**src/cache_consts.svh**
```systemverilog
`ifndef CACHE_CONSTS_SVH
`define CACHE_CONSTS_SVH

// address split  [tag 6] [set 6] [byte offset 4]
`define TAG_W 6
`define SET_W 6
`define OFS_W 4
`define ADDR_W 16 // tag + set + offset

`define WORD_W 16 // cpu and memory word
`define WORDS_PER_BLOCK 8 // 16 byte blocks
`define NUM_SETS 64 // two ways each

// main memory holds 32K words, so a word address drops addr[0]
`define MEM_AW 15

// cycles from a read strobe to its data strobe
`define MEM_LATENCY 4

`endif

```
**src/cache_pkg.sv**
```systemverilog
`include "cache_consts.svh"

package cache_pkg;

	// encoded operation from the controller to the cache
	typedef enum logic [1:0] {
		OP_READ    = 2'd0, // lookup, lru update on hit
		OP_FILL    = 2'd1, // write one word of the block
		OP_SET_TAG = 2'd2, // commit the filled block
		OP_IDLE    = 2'd3
	} cache_op_e;

	// controller states
	typedef enum logic [2:0] {
		ST_IDLE    = 3'd0,
		ST_LOOKUP  = 3'd1,
		ST_FETCH   = 3'd2, // streaming the block in from memory
		ST_COMMIT  = 3'd3,
		ST_RESPOND = 3'd4
	} fsm_state_e;

	// one way's metadata entry, lru_n is low for the way to evict
	typedef struct packed {
		logic              valid;
		logic              lru_n;
		logic [`TAG_W-1:0] tag;
	} meta_t;

	typedef struct packed {
		logic               write; // 1 = store
		logic [`ADDR_W-1:0] addr;  // byte address
		logic [`WORD_W-1:0] wdata;
	} cpu_req_t;

	typedef struct packed {
		logic [`WORD_W-1:0] rdata; // 0 for stores
		logic               hit;
	} cpu_rsp_t;

	typedef struct packed {
		logic               write;
		logic [`MEM_AW-1:0] waddr; // word address
		logic [`WORD_W-1:0] wdata;
	} mem_req_t;

endpackage

```
**src/fill_fsm.sv**
```systemverilog
`include "cache_consts.svh"

// controller that sequences lookup, block fill from memory, tag commit and write-through
module fill_fsm import cache_pkg::*; (
	input  logic               clk,
	input  logic               rst,
	input  logic               req_valid,
	input  cpu_req_t           req,
	output logic               busy,
	output logic               rsp_valid,
	output cpu_rsp_t           rsp,
	output logic [`ADDR_W-1:0] addr,
	output logic [`WORD_W-1:0] wdata,
	output logic               access,
	output cache_op_e          cacheop,
	input  logic [`WORD_W-1:0] rdata,
	input  logic               miss,
	output logic               mem_valid,
	output mem_req_t           mem_req,
	input  logic               mem_rvalid,
	input  logic [`WORD_W-1:0] mem_rdata
);

	fsm_state_e            state_q, state_d;
	cpu_req_t              req_q;     // latched request
	cpu_rsp_t              rsp_q;
	logic                  missed_q;  // load missed so the re-read reports hit = 0
	logic [`OFS_W-1:0]     req_cnt;   // reads issued with the msb set once all 8 are out
	logic [`OFS_W-2:0]     fill_cnt;  // words returned

	always_comb begin
		state_d = state_q;
		case (state_q)
			ST_IDLE:    if (req_valid) state_d = ST_LOOKUP;
			ST_LOOKUP:  state_d = (!req_q.write && miss) ? ST_FETCH : ST_RESPOND;
			ST_FETCH:   if (mem_rvalid && fill_cnt == '1) state_d = ST_COMMIT; // last word
			ST_COMMIT:  state_d = ST_LOOKUP; // re-read now hits
			ST_RESPOND: state_d = ST_IDLE;
			default:    state_d = ST_IDLE;
		endcase
	end

	always_ff @(posedge clk) begin
		if (rst) begin
			state_q  <= ST_IDLE;
			missed_q <= 1'b0;
			req_cnt  <= '0;
			fill_cnt <= '0;
		end else begin
			state_q <= state_d;
			if (state_q == ST_IDLE && req_valid)
				missed_q <= 1'b0;
			if (state_q == ST_LOOKUP && state_d == ST_FETCH) begin
				missed_q <= 1'b1;
				req_cnt  <= '0;
				fill_cnt <= '0;
			end
			if (state_q == ST_FETCH && mem_valid)
				req_cnt <= req_cnt + 1;
			if (state_q == ST_FETCH && mem_rvalid)
				fill_cnt <= fill_cnt + 1; // returns arrive in request order
		end
	end

	always_ff @(posedge clk) begin
		if (state_q == ST_IDLE && req_valid)
			req_q <= req;
		if (state_q == ST_LOOKUP && state_d == ST_RESPOND)
			rsp_q <= req_q.write ? {`WORD_W'(0), !miss} : {rdata, !missed_q};
	end

	assign busy      = (state_q != ST_IDLE);
	assign rsp_valid = (state_q == ST_RESPOND);
	assign rsp       = rsp_q;

	assign access = (state_q == ST_LOOKUP) || (state_q == ST_FETCH) || (state_q == ST_COMMIT);
	// fills walk the words of the block and the other states use the cpu address
	assign addr  = (state_q == ST_FETCH) ? {req_q.addr[`ADDR_W-1:`OFS_W], fill_cnt, 1'b0} :
	               req_q.addr;
	assign wdata = (state_q == ST_FETCH) ? mem_rdata : req_q.wdata;

	always_comb begin
		case (state_q)
			// store miss must not touch the victim way
			ST_LOOKUP: cacheop = req_q.write ? (miss ? OP_IDLE : OP_FILL) : OP_READ;
			ST_FETCH:  cacheop = mem_rvalid ? OP_FILL : OP_IDLE;
			ST_COMMIT: cacheop = OP_SET_TAG;
			default:   cacheop = OP_IDLE;
		endcase
	end

	// write-through in the lookup cycle and one block read per cycle in fetch
	assign mem_valid     = (state_q == ST_LOOKUP && req_q.write) ||
	                       (state_q == ST_FETCH && !req_cnt[`OFS_W-1]);
	assign mem_req.write = (state_q == ST_LOOKUP);
	assign mem_req.waddr = (state_q == ST_LOOKUP) ? req_q.addr[`ADDR_W-1:1] :
	                       {req_q.addr[`ADDR_W-1:`OFS_W], req_cnt[`OFS_W-2:0]};
	assign mem_req.wdata = req_q.wdata;

	a_no_req_busy: assert property (@(posedge clk) disable iff (rst)
		busy |-> !req_valid)
		else $error("fill_fsm: cpu request while busy");

	// memory only answers reads that this controller issued in fetch
	a_rvalid_fetch: assert property (@(posedge clk) disable iff (rst)
		mem_rvalid |-> state_q == ST_FETCH)
		else $error("fill_fsm: memory data outside a block fetch");

endmodule

```
**config.mk**
```make
export PLATFORM = sky130hd
export DESIGN_NAME = fill_fsm
export DESIGN_NICKNAME = d
export VERILOG_FILES = /design/src/cache_pkg.sv /design/src/fill_fsm.sv
export VERILOG_INCLUDE_DIRS = /design/src
export SDC_FILE = /design/constraint.sdc
export NUM_CORES = 1
export LEC_CHECK = 0
export ABC_AREA = 1
export BUFFER_PORTS_ARGS = -buffer_cell sky130_fd_sc_hd__clkbuf_2
export CORE_AREA = 2 2 80 82
export CTS_CLUSTER_DIAMETER = 30
export DETAILED_ROUTE_END_ITERATION = 6
export DIE_AREA = 0 0 82 84
export GPL_TIMING_DRIVEN = 0
export PLACE_DENSITY_LB_ADDON = 0.05
export SETUP_SLACK_MARGIN = 0.2
export SYNTH_ARGS = -nofsm -noshare
export SYNTH_HDL_FRONTEND = slang
export SYNTH_SLANG_ARGS = --single-unit
```
**constraint.sdc**
```tcl
create_clock -name clk -period 3.12 [get_ports clk]
set_clock_uncertainty 0.05 [all_clocks]
set_input_delay 0.312 -clock clk [delete_from_list [all_inputs] [get_ports clk]]
set_output_delay 0.312 -clock clk [all_outputs]
set_load 0.005 [all_outputs]
```
**Word-level counts from Yosys, hierarchy flattened**

Index checks and enable logic that the tools add are counted.

- Add/sub/neg operators: 2
- Equal/unequal tests: 7
- Multiplexer cells: 18
- Reductions and logical operators: 21

Operators with widths:

| kind | count |
|---|---|
| 3-bit two-way mux | 6 |
| 16-bit two-way mux | 1 |
| 4-bit two-way mux | 3 |
| 3-bit case mux with 4 select lines | 1 |
| 3-bit by 2-bit equality test with 1-bit output, second input constant | 3 |
| 3-bit equality test, second input constant | 3 |
| 1-bit logical AND | 9 |
| 2-bit two-way mux | 3 |
| 2-bit case mux with 3 select lines | 1 |
| 2-bit nonzero test | 3 |
| 4-bit by 1-bit adder with 4-bit output, second input constant | 1 |
| 1-bit logical NOT | 4 |
| 3-bit by 1-bit adder with 3-bit output, second input constant | 1 |
| 3-bit by 1-bit equality test with 1-bit output, second input constant | 1 |
| 3-bit logical NOT | 1 |
| 1-bit logical OR | 3 |
| 1-bit two-way mux | 3 |
| 3-bit nonzero test | 1 |

- Register bits after elaboration: 61
- Input bits: 70
- Output and inout bits: 87
- Logic and storage cells: 57

**Longest topological paths before layout**

Gate-level depths: netlist of the first run.

- Depth in word-level cells: 8
- Mapped depth: 6
- Mapped depth without buffers: 6

**Least setup slack after synthesis of the first run**

No wires, ideal clock.

- Kind: register to register
- From: register state_q[0]
- To: register rsp_q (netlist bit rsp[0]), enable pin
- Library setup time: 390 ps
- Arrival: 1533 ps
- Slack: 1147 ps
- Cell stages (with the launch flop): 5
- Buffers on the path: 0
- Cell sequence: dfxtp_1 > inv_2 > nor2_4 > nand2_2 > nor2_1

- Word-level cells in the longest chain between the ends: 4

Ends and longest elaborated chain:

| what | RTL line | source |
|---|---|---|
| start, declared | fill_fsm.sv:24 | `fsm_state_e state_q, state_d;` |
| start signal, assigned | fill_fsm.sv:50 | `state_q <= state_d;` |
| 3-bit by 2-bit equality test with 1-bit output, or another cell as far along | fill_fsm.sv:33 | `case (state_q)` |
| 3-bit case mux with 4 select lines | fill_fsm.sv:33 |  |
| 3-bit equality test | fill_fsm.sv:68 | `if (state_q == ST_LOOKUP && state_d == ST_RESPOND)` |
| 1-bit logical AND (*) | fill_fsm.sv:68 |  |
| end signal, assigned | fill_fsm.sv:69 | `` rsp_q <= req_q.write ? {`WORD_W'(0), !miss} : {rdata, !missed_q}; `` |
| end, declared | fill_fsm.sv:26 | `cpu_rsp_t rsp_q;` |

Every way passes the cells marked *; elsewhere a longest branch is shown, timed or not.
A chain may end at the register's enable or synchronous reset.

**Final worst setup path of the first run**

- From: register state_q[0]
- To: register req_q[19] in the netlist's numbering, enable pin

- Word-level cells in the longest chain between the ends: 2

Ends and longest elaborated chain:

| what | RTL line | source |
|---|---|---|
| 3-bit logical NOT | fill_fsm.sv:66 | `if (state_q == ST_IDLE && req_valid)` |
| 1-bit logical AND | fill_fsm.sv:66 |  |
| end signal, assigned | fill_fsm.sv:67 | `req_q <= req;` |
| end, declared | fill_fsm.sv:25 | `cpu_req_t req_q;` |

No other way between the ends.

==> impl_metrics.yaml, run 1 <==
worst_setup_path:
  rr_startpoint: "state_q[0]$_SDFF_PP0_"
  worstPathMaxFanout: 33
  worstSetupPathType: "flip-flop to flip-flop"
  crit_start: "state_q[0]$_SDFF_PP0_"
  required_ps: 3010
  arrival_ps: 2040
  end_kind: "flip-flop"
  cp-start-kind: "flip-flop"
clock_tree:
  root_buffer: "clkbuf_8"
  cts_max_level: 3
  cts_buffers: 9
  cts_tree: "done"
  cts.clk_slew.worst_paths_ps: 70
  post_cts_resized: 0
  cts_setup_buffers: 0
  clock_path_buffers: 2
  cts_hold_buf: 0
  cts_sinks: 61
  clock_latency_ps: 330
placement:
  gp_congestion: 0.757
  dp_hpwl_microns: 4650
  port_buffers: 156
logic_synthesis:
  ys_warn_count: 0
  synth-adder-area-share: 0.0133
  netlist_area_sq_um: 2820
  muxShareOfSynthArea: 0
  synth_top_family_by_area: "simple AND/OR/NAND/NOR gates"
  synth-seq-cells: 61
  synthesis.nets: 346
  ys.flop_type: "edfxtp_1"
  synthTopCellsByArea: "edfxtp_1 (53%), buf_4 (11%), nand2_1 (8.9%)"
  seq_area_frac_synth: 0.611
  synth_xor_area_frac: 0.00311
  synthArstFlopShare: 0
  syn_inst: 273
  synthSimpleGateAreaFrac: 0.178
  ys_types: 25
  synth_compound_area_frac: 0.0324
  synth_top_area_cell: "edfxtp_1"
  postSynthAreaPerCell_sq_um: 10.3
  yosysTopAreaCellShare: 0.533
  synth_edf_count: 50
timing:
  setup_tns_ps: 0
  maxSlewHeadroom: 0.166
  rsz0062_at_grt: "no"
  period_needed_ps: 2160
  clock.fmax_mhz: 463
  fin_crit_sh: 0.692
  finalMaxSlewViolations: 0
  hold_viol: 0
  worst_slew_pin_slew_ps: 1250
  finalSetupViolCount: 0
grt:
  grt_pass1_vias: 1999
  antenna_found_initial: 0
  top_usage_layer: "met2"
  grt_use_met2: 0.307
  grtUsageMet3: 0.0639
  gr-total-overflow: 0
  grt_max_degree: 34
  grt_first_pass_wirelength_microns: 9050
  met1_usage: 0.185
  grtUsageTotal: 0.177
cells_and_area:
  layout-drive-gt1-share: 0.500
  nNetsFinal: 514
  area_growth_pct: 37.6
  antenna_cells: 0
floorplan:
  die_width_microns: 82
  core-area_sq_um: 6100
  die_y_microns: 84
  dieArea_sq_um: 6890
  start_util: 0.462
  rows: 29
  io_pins: 157
detailed_routing:
  ant_nets: 0
  vias_per_cell: 4.39
  firstDrtPassIters: 4
  wl_microns: 6020
  wl_per_cell_microns: 11.5
  drc: 0
  num_vias: 2297
  first_iter_violations: 62
job:
  maxCapViolations: 0
power:
  power.density_nw_per_um2: 472
  p_total_w: 0.00183
  irDropWorstVdd_v: 0.000301
  p_leak_nw: 1.98
min_path:
  min-delay-start: "req[26]"
  hp-class: "input port to flip-flop"
status:
  status: "completed"
==> cell usage in the layout, fill, tap and decap left out, types with 2 or more instances in the layout <==
cell,synthesis,final
inv_1,28,28
nand2_2,3,3
clkbuf_1,1,4
nand2_1,67,67
o21ai_0,5,5
inv_2,3,3
dfxtp_1,11,11
nor2_4,2,2
nand3_1,12,12
edfxtp_1,50,50
clkbuf_8,0,11
buf_4,41,41
ha_1,3,3
nor3_1,2,2
clkbuf_2,0,156
nor2_1,24,24
buf_6,2,3
a21oi_1,10,10
==> cell usage after synthesis, types with 2 or more instances <==
master	n
buf_6	2
dfxtp_1	11
o21ai_0	5
nor2_4	2
nor2_1	24
nand2_1	67
ha_1	3
inv_1	28
inv_2	3
edfxtp_1	50
nand3_1	12
buf_4	41
nor3_1	2
nand2_2	3
a21oi_1	10
==> sequential cells by signal (all words and copies together), names as in the netlist <==
signal    count
req_cnt       4
state_q       3
missed_q      1
fill_cnt      3
mem_req      16
req_q        17
rsp          17
==> power by group <==
| group | internal [W] | leakage (nW) | switching [W] | total, W |
|---|---|---|---|---|
| Clock | 0.000329 | 0.0881 | 0.000280 | 0.000608 |
| Combinational | 0.000143 | 1.33 | 0.000123 | 0.000266 |
| Sequential | 0.000937 | 0.564 | 0.0000205 | 0.000957 |
==> stage by stage <==
step | std cells | setup WS, ps | utilization | hold slack (ps) | instance area [sq um]
after detailed placement | 506 | 785 | 0.606 | 406 | 3700
after floorplan | 273 | 1150 | - | 341 | 2820
after global routing | 523 | 727 | 0.636 | 86.2 | 3880
after CTS | 522 | 759 | 0.634 | 83.8 | 3870
after global placement | 506 | 770 | 0.606 | 398 | 3700
final | 523 | 962 | 0.636 | 101 | 3880
==> worst max-delay path, stage by stage (launching register included) <==
cell and delay, ps:
dfxtp_1 390, nor2_1 210, nand3_1 170, inv_1 930
==> final cells by class <==
type                    count  area (sq um)
well taps                  77          96.3
plain buffers              46           343
flip-flops and latches     61          1720
clock inverters             2          8.76
inverters                  31           116
fillers                   533          2220
multi-input cells         135           638
clock buffers              14           163
repair buffers            157           792
==> cell families (layout without fill, tap and decap cells) <==
family | Yosys count | in the layout
compound gates | 17 | 17
buf+inv | 77 | 250
fa+ha+maj | 3 | 3
xor+xnor | 1 | 1
flops | 61 | 61
simple gates | 114 | 114
==> metal layers <==
layer | vias up | wire length (microns)
met5 | - | 0
met4 | 0 | 121
met3 | 10 | 544
met2 | 101 | 3050
met1 | 1012 | 2310
li1 | 1174 | -
==> path summary, 6_finish.rpt <==
path,slack (ps),end,cells after the start
worst max-delay path,960,req_q[19]$_DFFE_PP_,3
worst min-delay path,100,req_q[26]$_DFFE_PP_,1
worst max register to register,960,req_q[19]$_DFFE_PP_,3
worst min register to register,410,missed_q$_SDFFE_PP0P_,2
(Power assumes the default switching activity.)
==> run 2: changes to the inputs <==
--- a/config.mk
+++ b/config.mk
@@ -8,10 +8,10 @@
 export LEC_CHECK = 0
 export ABC_AREA = 1
 export BUFFER_PORTS_ARGS = -buffer_cell sky130_fd_sc_hd__clkbuf_2
-export CORE_AREA = 2 2 80 82
+export CORE_AREA = 2 2 87 89
 export CTS_CLUSTER_DIAMETER = 30
 export DETAILED_ROUTE_END_ITERATION = 6
-export DIE_AREA = 0 0 82 84
+export DIE_AREA = 0 0 89 91
 export GPL_TIMING_DRIVEN = 0
 export PLACE_DENSITY_LB_ADDON = 0.05
 export SETUP_SLACK_MARGIN = 0.2
==> constraint.sdc (replaced) <==
create_clock -name clk -period 1.85 [get_ports clk]
set_clock_uncertainty 0.05 [all_clocks]
set_input_delay 0.185 -clock clk [delete_from_list [all_inputs] [get_ports clk]]
set_output_delay 0.185 -clock clk [all_outputs]
set_load 0.005 [all_outputs]
==> run 2 against run 1 <==
Compared with the run above: cell count is 14% higher; global-route usage up 0.075 points; hold slack got worse by 16 ps; first-iteration DRC count is 11% higher; power rose by 87%; utilization about the same; register-to-register slack worse by 730 ps; flip-flop and latch count stayed put; die area up 18%; combinational power rose by 120%; sequential share of layout area shrank 6.3 points; cell area rose by 17%; critical path type is now flip-flop to output pin; highest routed layer unchanged.
==> impl_metrics.yaml, run 2 (synthesis results as in run 1) <==
worst_setup_path:
  critPathMaxStageDelay_ps: 370
  cp_cell_sequence: "nor3_4 -> buf_6 -> buf_6 -> nand2_2 -> nand2_1 -> buf_2"
  rr_startpoint: "state_q[2]$_SDFF_PP0_"
  crit_start: "state_q[2]$_SDFF_PP0_"
  cp_num_cells: 6
  critPathCapture: "wdata[3]"
  worstSetupPathType: "flip-flop to output pin"
  end_kind: "output pin"
  r2r_slack_ps: 230
  path_delay_family: "buffers and inverters"
  required_ps: 1620
  r2r_cells: 4
  cp-start-kind: "flip-flop"
  rr_endpoint: "rsp[9]$_SDFFCE_PP0P_"
  worstPathMaxFanout: 5
  arrival_ps: 1440
  worst-path-buf-inv: 3
  timing.critical_path.mode_cell: "buf_6"
  cp_slowest_cell: "dfxtp_4"
cells_and_area:
  layout-drive-gt1-share: 0.540
  stdcell_count: 597
  postLayoutCellArea_sq_um: 4540
  fillers: 642
  final_cell_mix: "clkbuf_2 (141), buf_4 (53), edfxtp_1 (50)"
  layout_commonest_cell: "clkbuf_2"
  nNetsFinal: 566
  area_growth_pct: 61.2
  antenna_cells: 0
detailed_routing:
  vias_per_cell: 4.18
  first_iter_violations: 69
  drc: 0
  firstDrtPassIters: 4
  wl_microns: 7430
  num_vias: 2498
  ant_nets: 0
  wl_per_cell_microns: 12.5
placement:
  place_area_sq_um: 3740
  port_buffers: 156
  dp_hpwl_microns: 4890
  place_inst: 528
  gp_congestion: 0.755
clock_tree:
  cts_tree: "done"
  cts.clk_slew.worst_paths_ps: 70
  clock_path_buffers: 2
  cts_buffers: 9
  clock_latency_ps: 320
  cts_max_level: 3
  cts_sinks: 61
  root_buffer: "clkbuf_8"
timing:
  hold_viol: 0
  fin_crit_sh: 0.907
  period_needed_ps: 1680
  finalMaxSlewViolations: 0
  rsz0062_at_grt: "yes"
  clock.fmax_mhz: 596
  maxSlewHeadroom: 0.674
  finalSetupViolCount: 0
  setup_tns_ps: 0
  worst_slew_pin_slew_ps: 489
grt:
  grt_first_pass_wirelength_microns: 11000
  antenna_found_initial: 0
  grt_max_degree: 18
  gr-total-overflow: 0
  grtUsageTotal: 0.177
  grt_pass1_vias: 2392
floorplan:
  core-area_sq_um: 7140
  start_util: 0.395
  die_y_microns: 91
  io_pins: 157
  die_width_microns: 89
  dieArea_sq_um: 8100
  rows: 31
power:
  p_total_w: 0.00343
  p_leak_nw: 2.25
  p_sw_frac: 0.229
  power.share.clock: 0.362
  p_int_w: 0.00264
  power.density_nw_per_um2: 755
  switchingPower_w: 0.000785
  irDropWorstVdd_v: 0.000409
  pwr-share-comb: 0.168
  pwr-share-seq: 0.470
min_path:
  hp-class: "input port to flip-flop"
job:
  maxCapViolations: 0
status:
  status: "completed"
## run 2: cell count changes in the layout (fill, tap and decap cells not counted), moves of 4 or more
cell / previous run / this run
o21ai_0: 5 / 1
buf_4: 41 / 53
clkbuf_2: 156 / 141
buf_2: 1 / 16
nand2_2: 3 / 19
nand2_1: 67 / 49
dlygate4sd3_1: 0 / 34
## run 2: worst min path at each step
stage	startpoint	end	slack [ps]	cells after the start
2_1_floorplan	rst	state_q[2]$_SDFF_PP0_	210	1
3_5_place_dp	req[30]	req_q[30]$_DFFE_PP_	310	1
4_1_cts	rdata[14]	rsp[15]$_SDFFCE_PP0P_	80	3
6_report	rdata[15]	rsp[16]$_SDFFCE_PP0P_	80	3
5_1_grt	rdata[4]	rsp[5]$_SDFFCE_PP0P_	90	3
3_3_place_gp	req[9]	mem_req[9]$_DFFE_PP_	310	1
## run 2: layer usage
layer	global-route usage	vias up	routed length, microns	part of all wire
li1	-	1282	-	-
met1	0.216	1107	3170	0.43
met2	0.302	100	3680	0.49
met3	0.0355	9	478	0.064
met4	0.0746	0	110	0.015
met5	0	-	0	0
## run 2: repair_timing
item                                   4_1_cts  5_1_grt
buffers inserted                            11        4
pin swaps                                    3        7
endpoints found under the hold margin       34        0
hold buffers                                34        0
setup endpoints to repair                   77       59
resized for setup                           21       37
cloned                                       3        1
## run 2: worst register-to-register path, stage by stage, from the launching register on
cell	delay [ps]
dfxtp_4	370
buf_4	140
nor2_4	150
nand2_2	140
nor2_4	410
## run 2: final cells by class
cell class,count,area (sq um),area share
Sequential cell,61,1730,0.381
Timing Repair inverter,1,7.51,0.00165
Timing Repair Buffer,207,1280,0.281
Clock buffer,10,128,0.0281
Multi-Input combinational cell,136,729,0.161
Clock inverter,6,77.6,0.0171
Inverter,31,125,0.0275
Tap cell,99,124,0.0273
Buffer,46,347,0.0763
## run 2: power by group through the flow
stage               clock, W  combinational, W  sequential, W
finish               0.00124          0.000576        0.00161
global placement           0          0.000454        0.00164
global route         0.00133          0.000635        0.00162
detailed placement         0          0.000459        0.00165
floorplan                  0          0.000229        0.00164
CTS                  0.00127          0.000557        0.00161
## run 2: through the flow
step                      setup slack, ps   util  hold WS, ps
after global placement               -125  0.523          312
after global routing                 86.0  0.637         86.8
after floorplan                       244      -          207
final                                 173  0.637         85.0
after CTS                             144  0.623         78.1
after detailed placement             -156  0.523          314
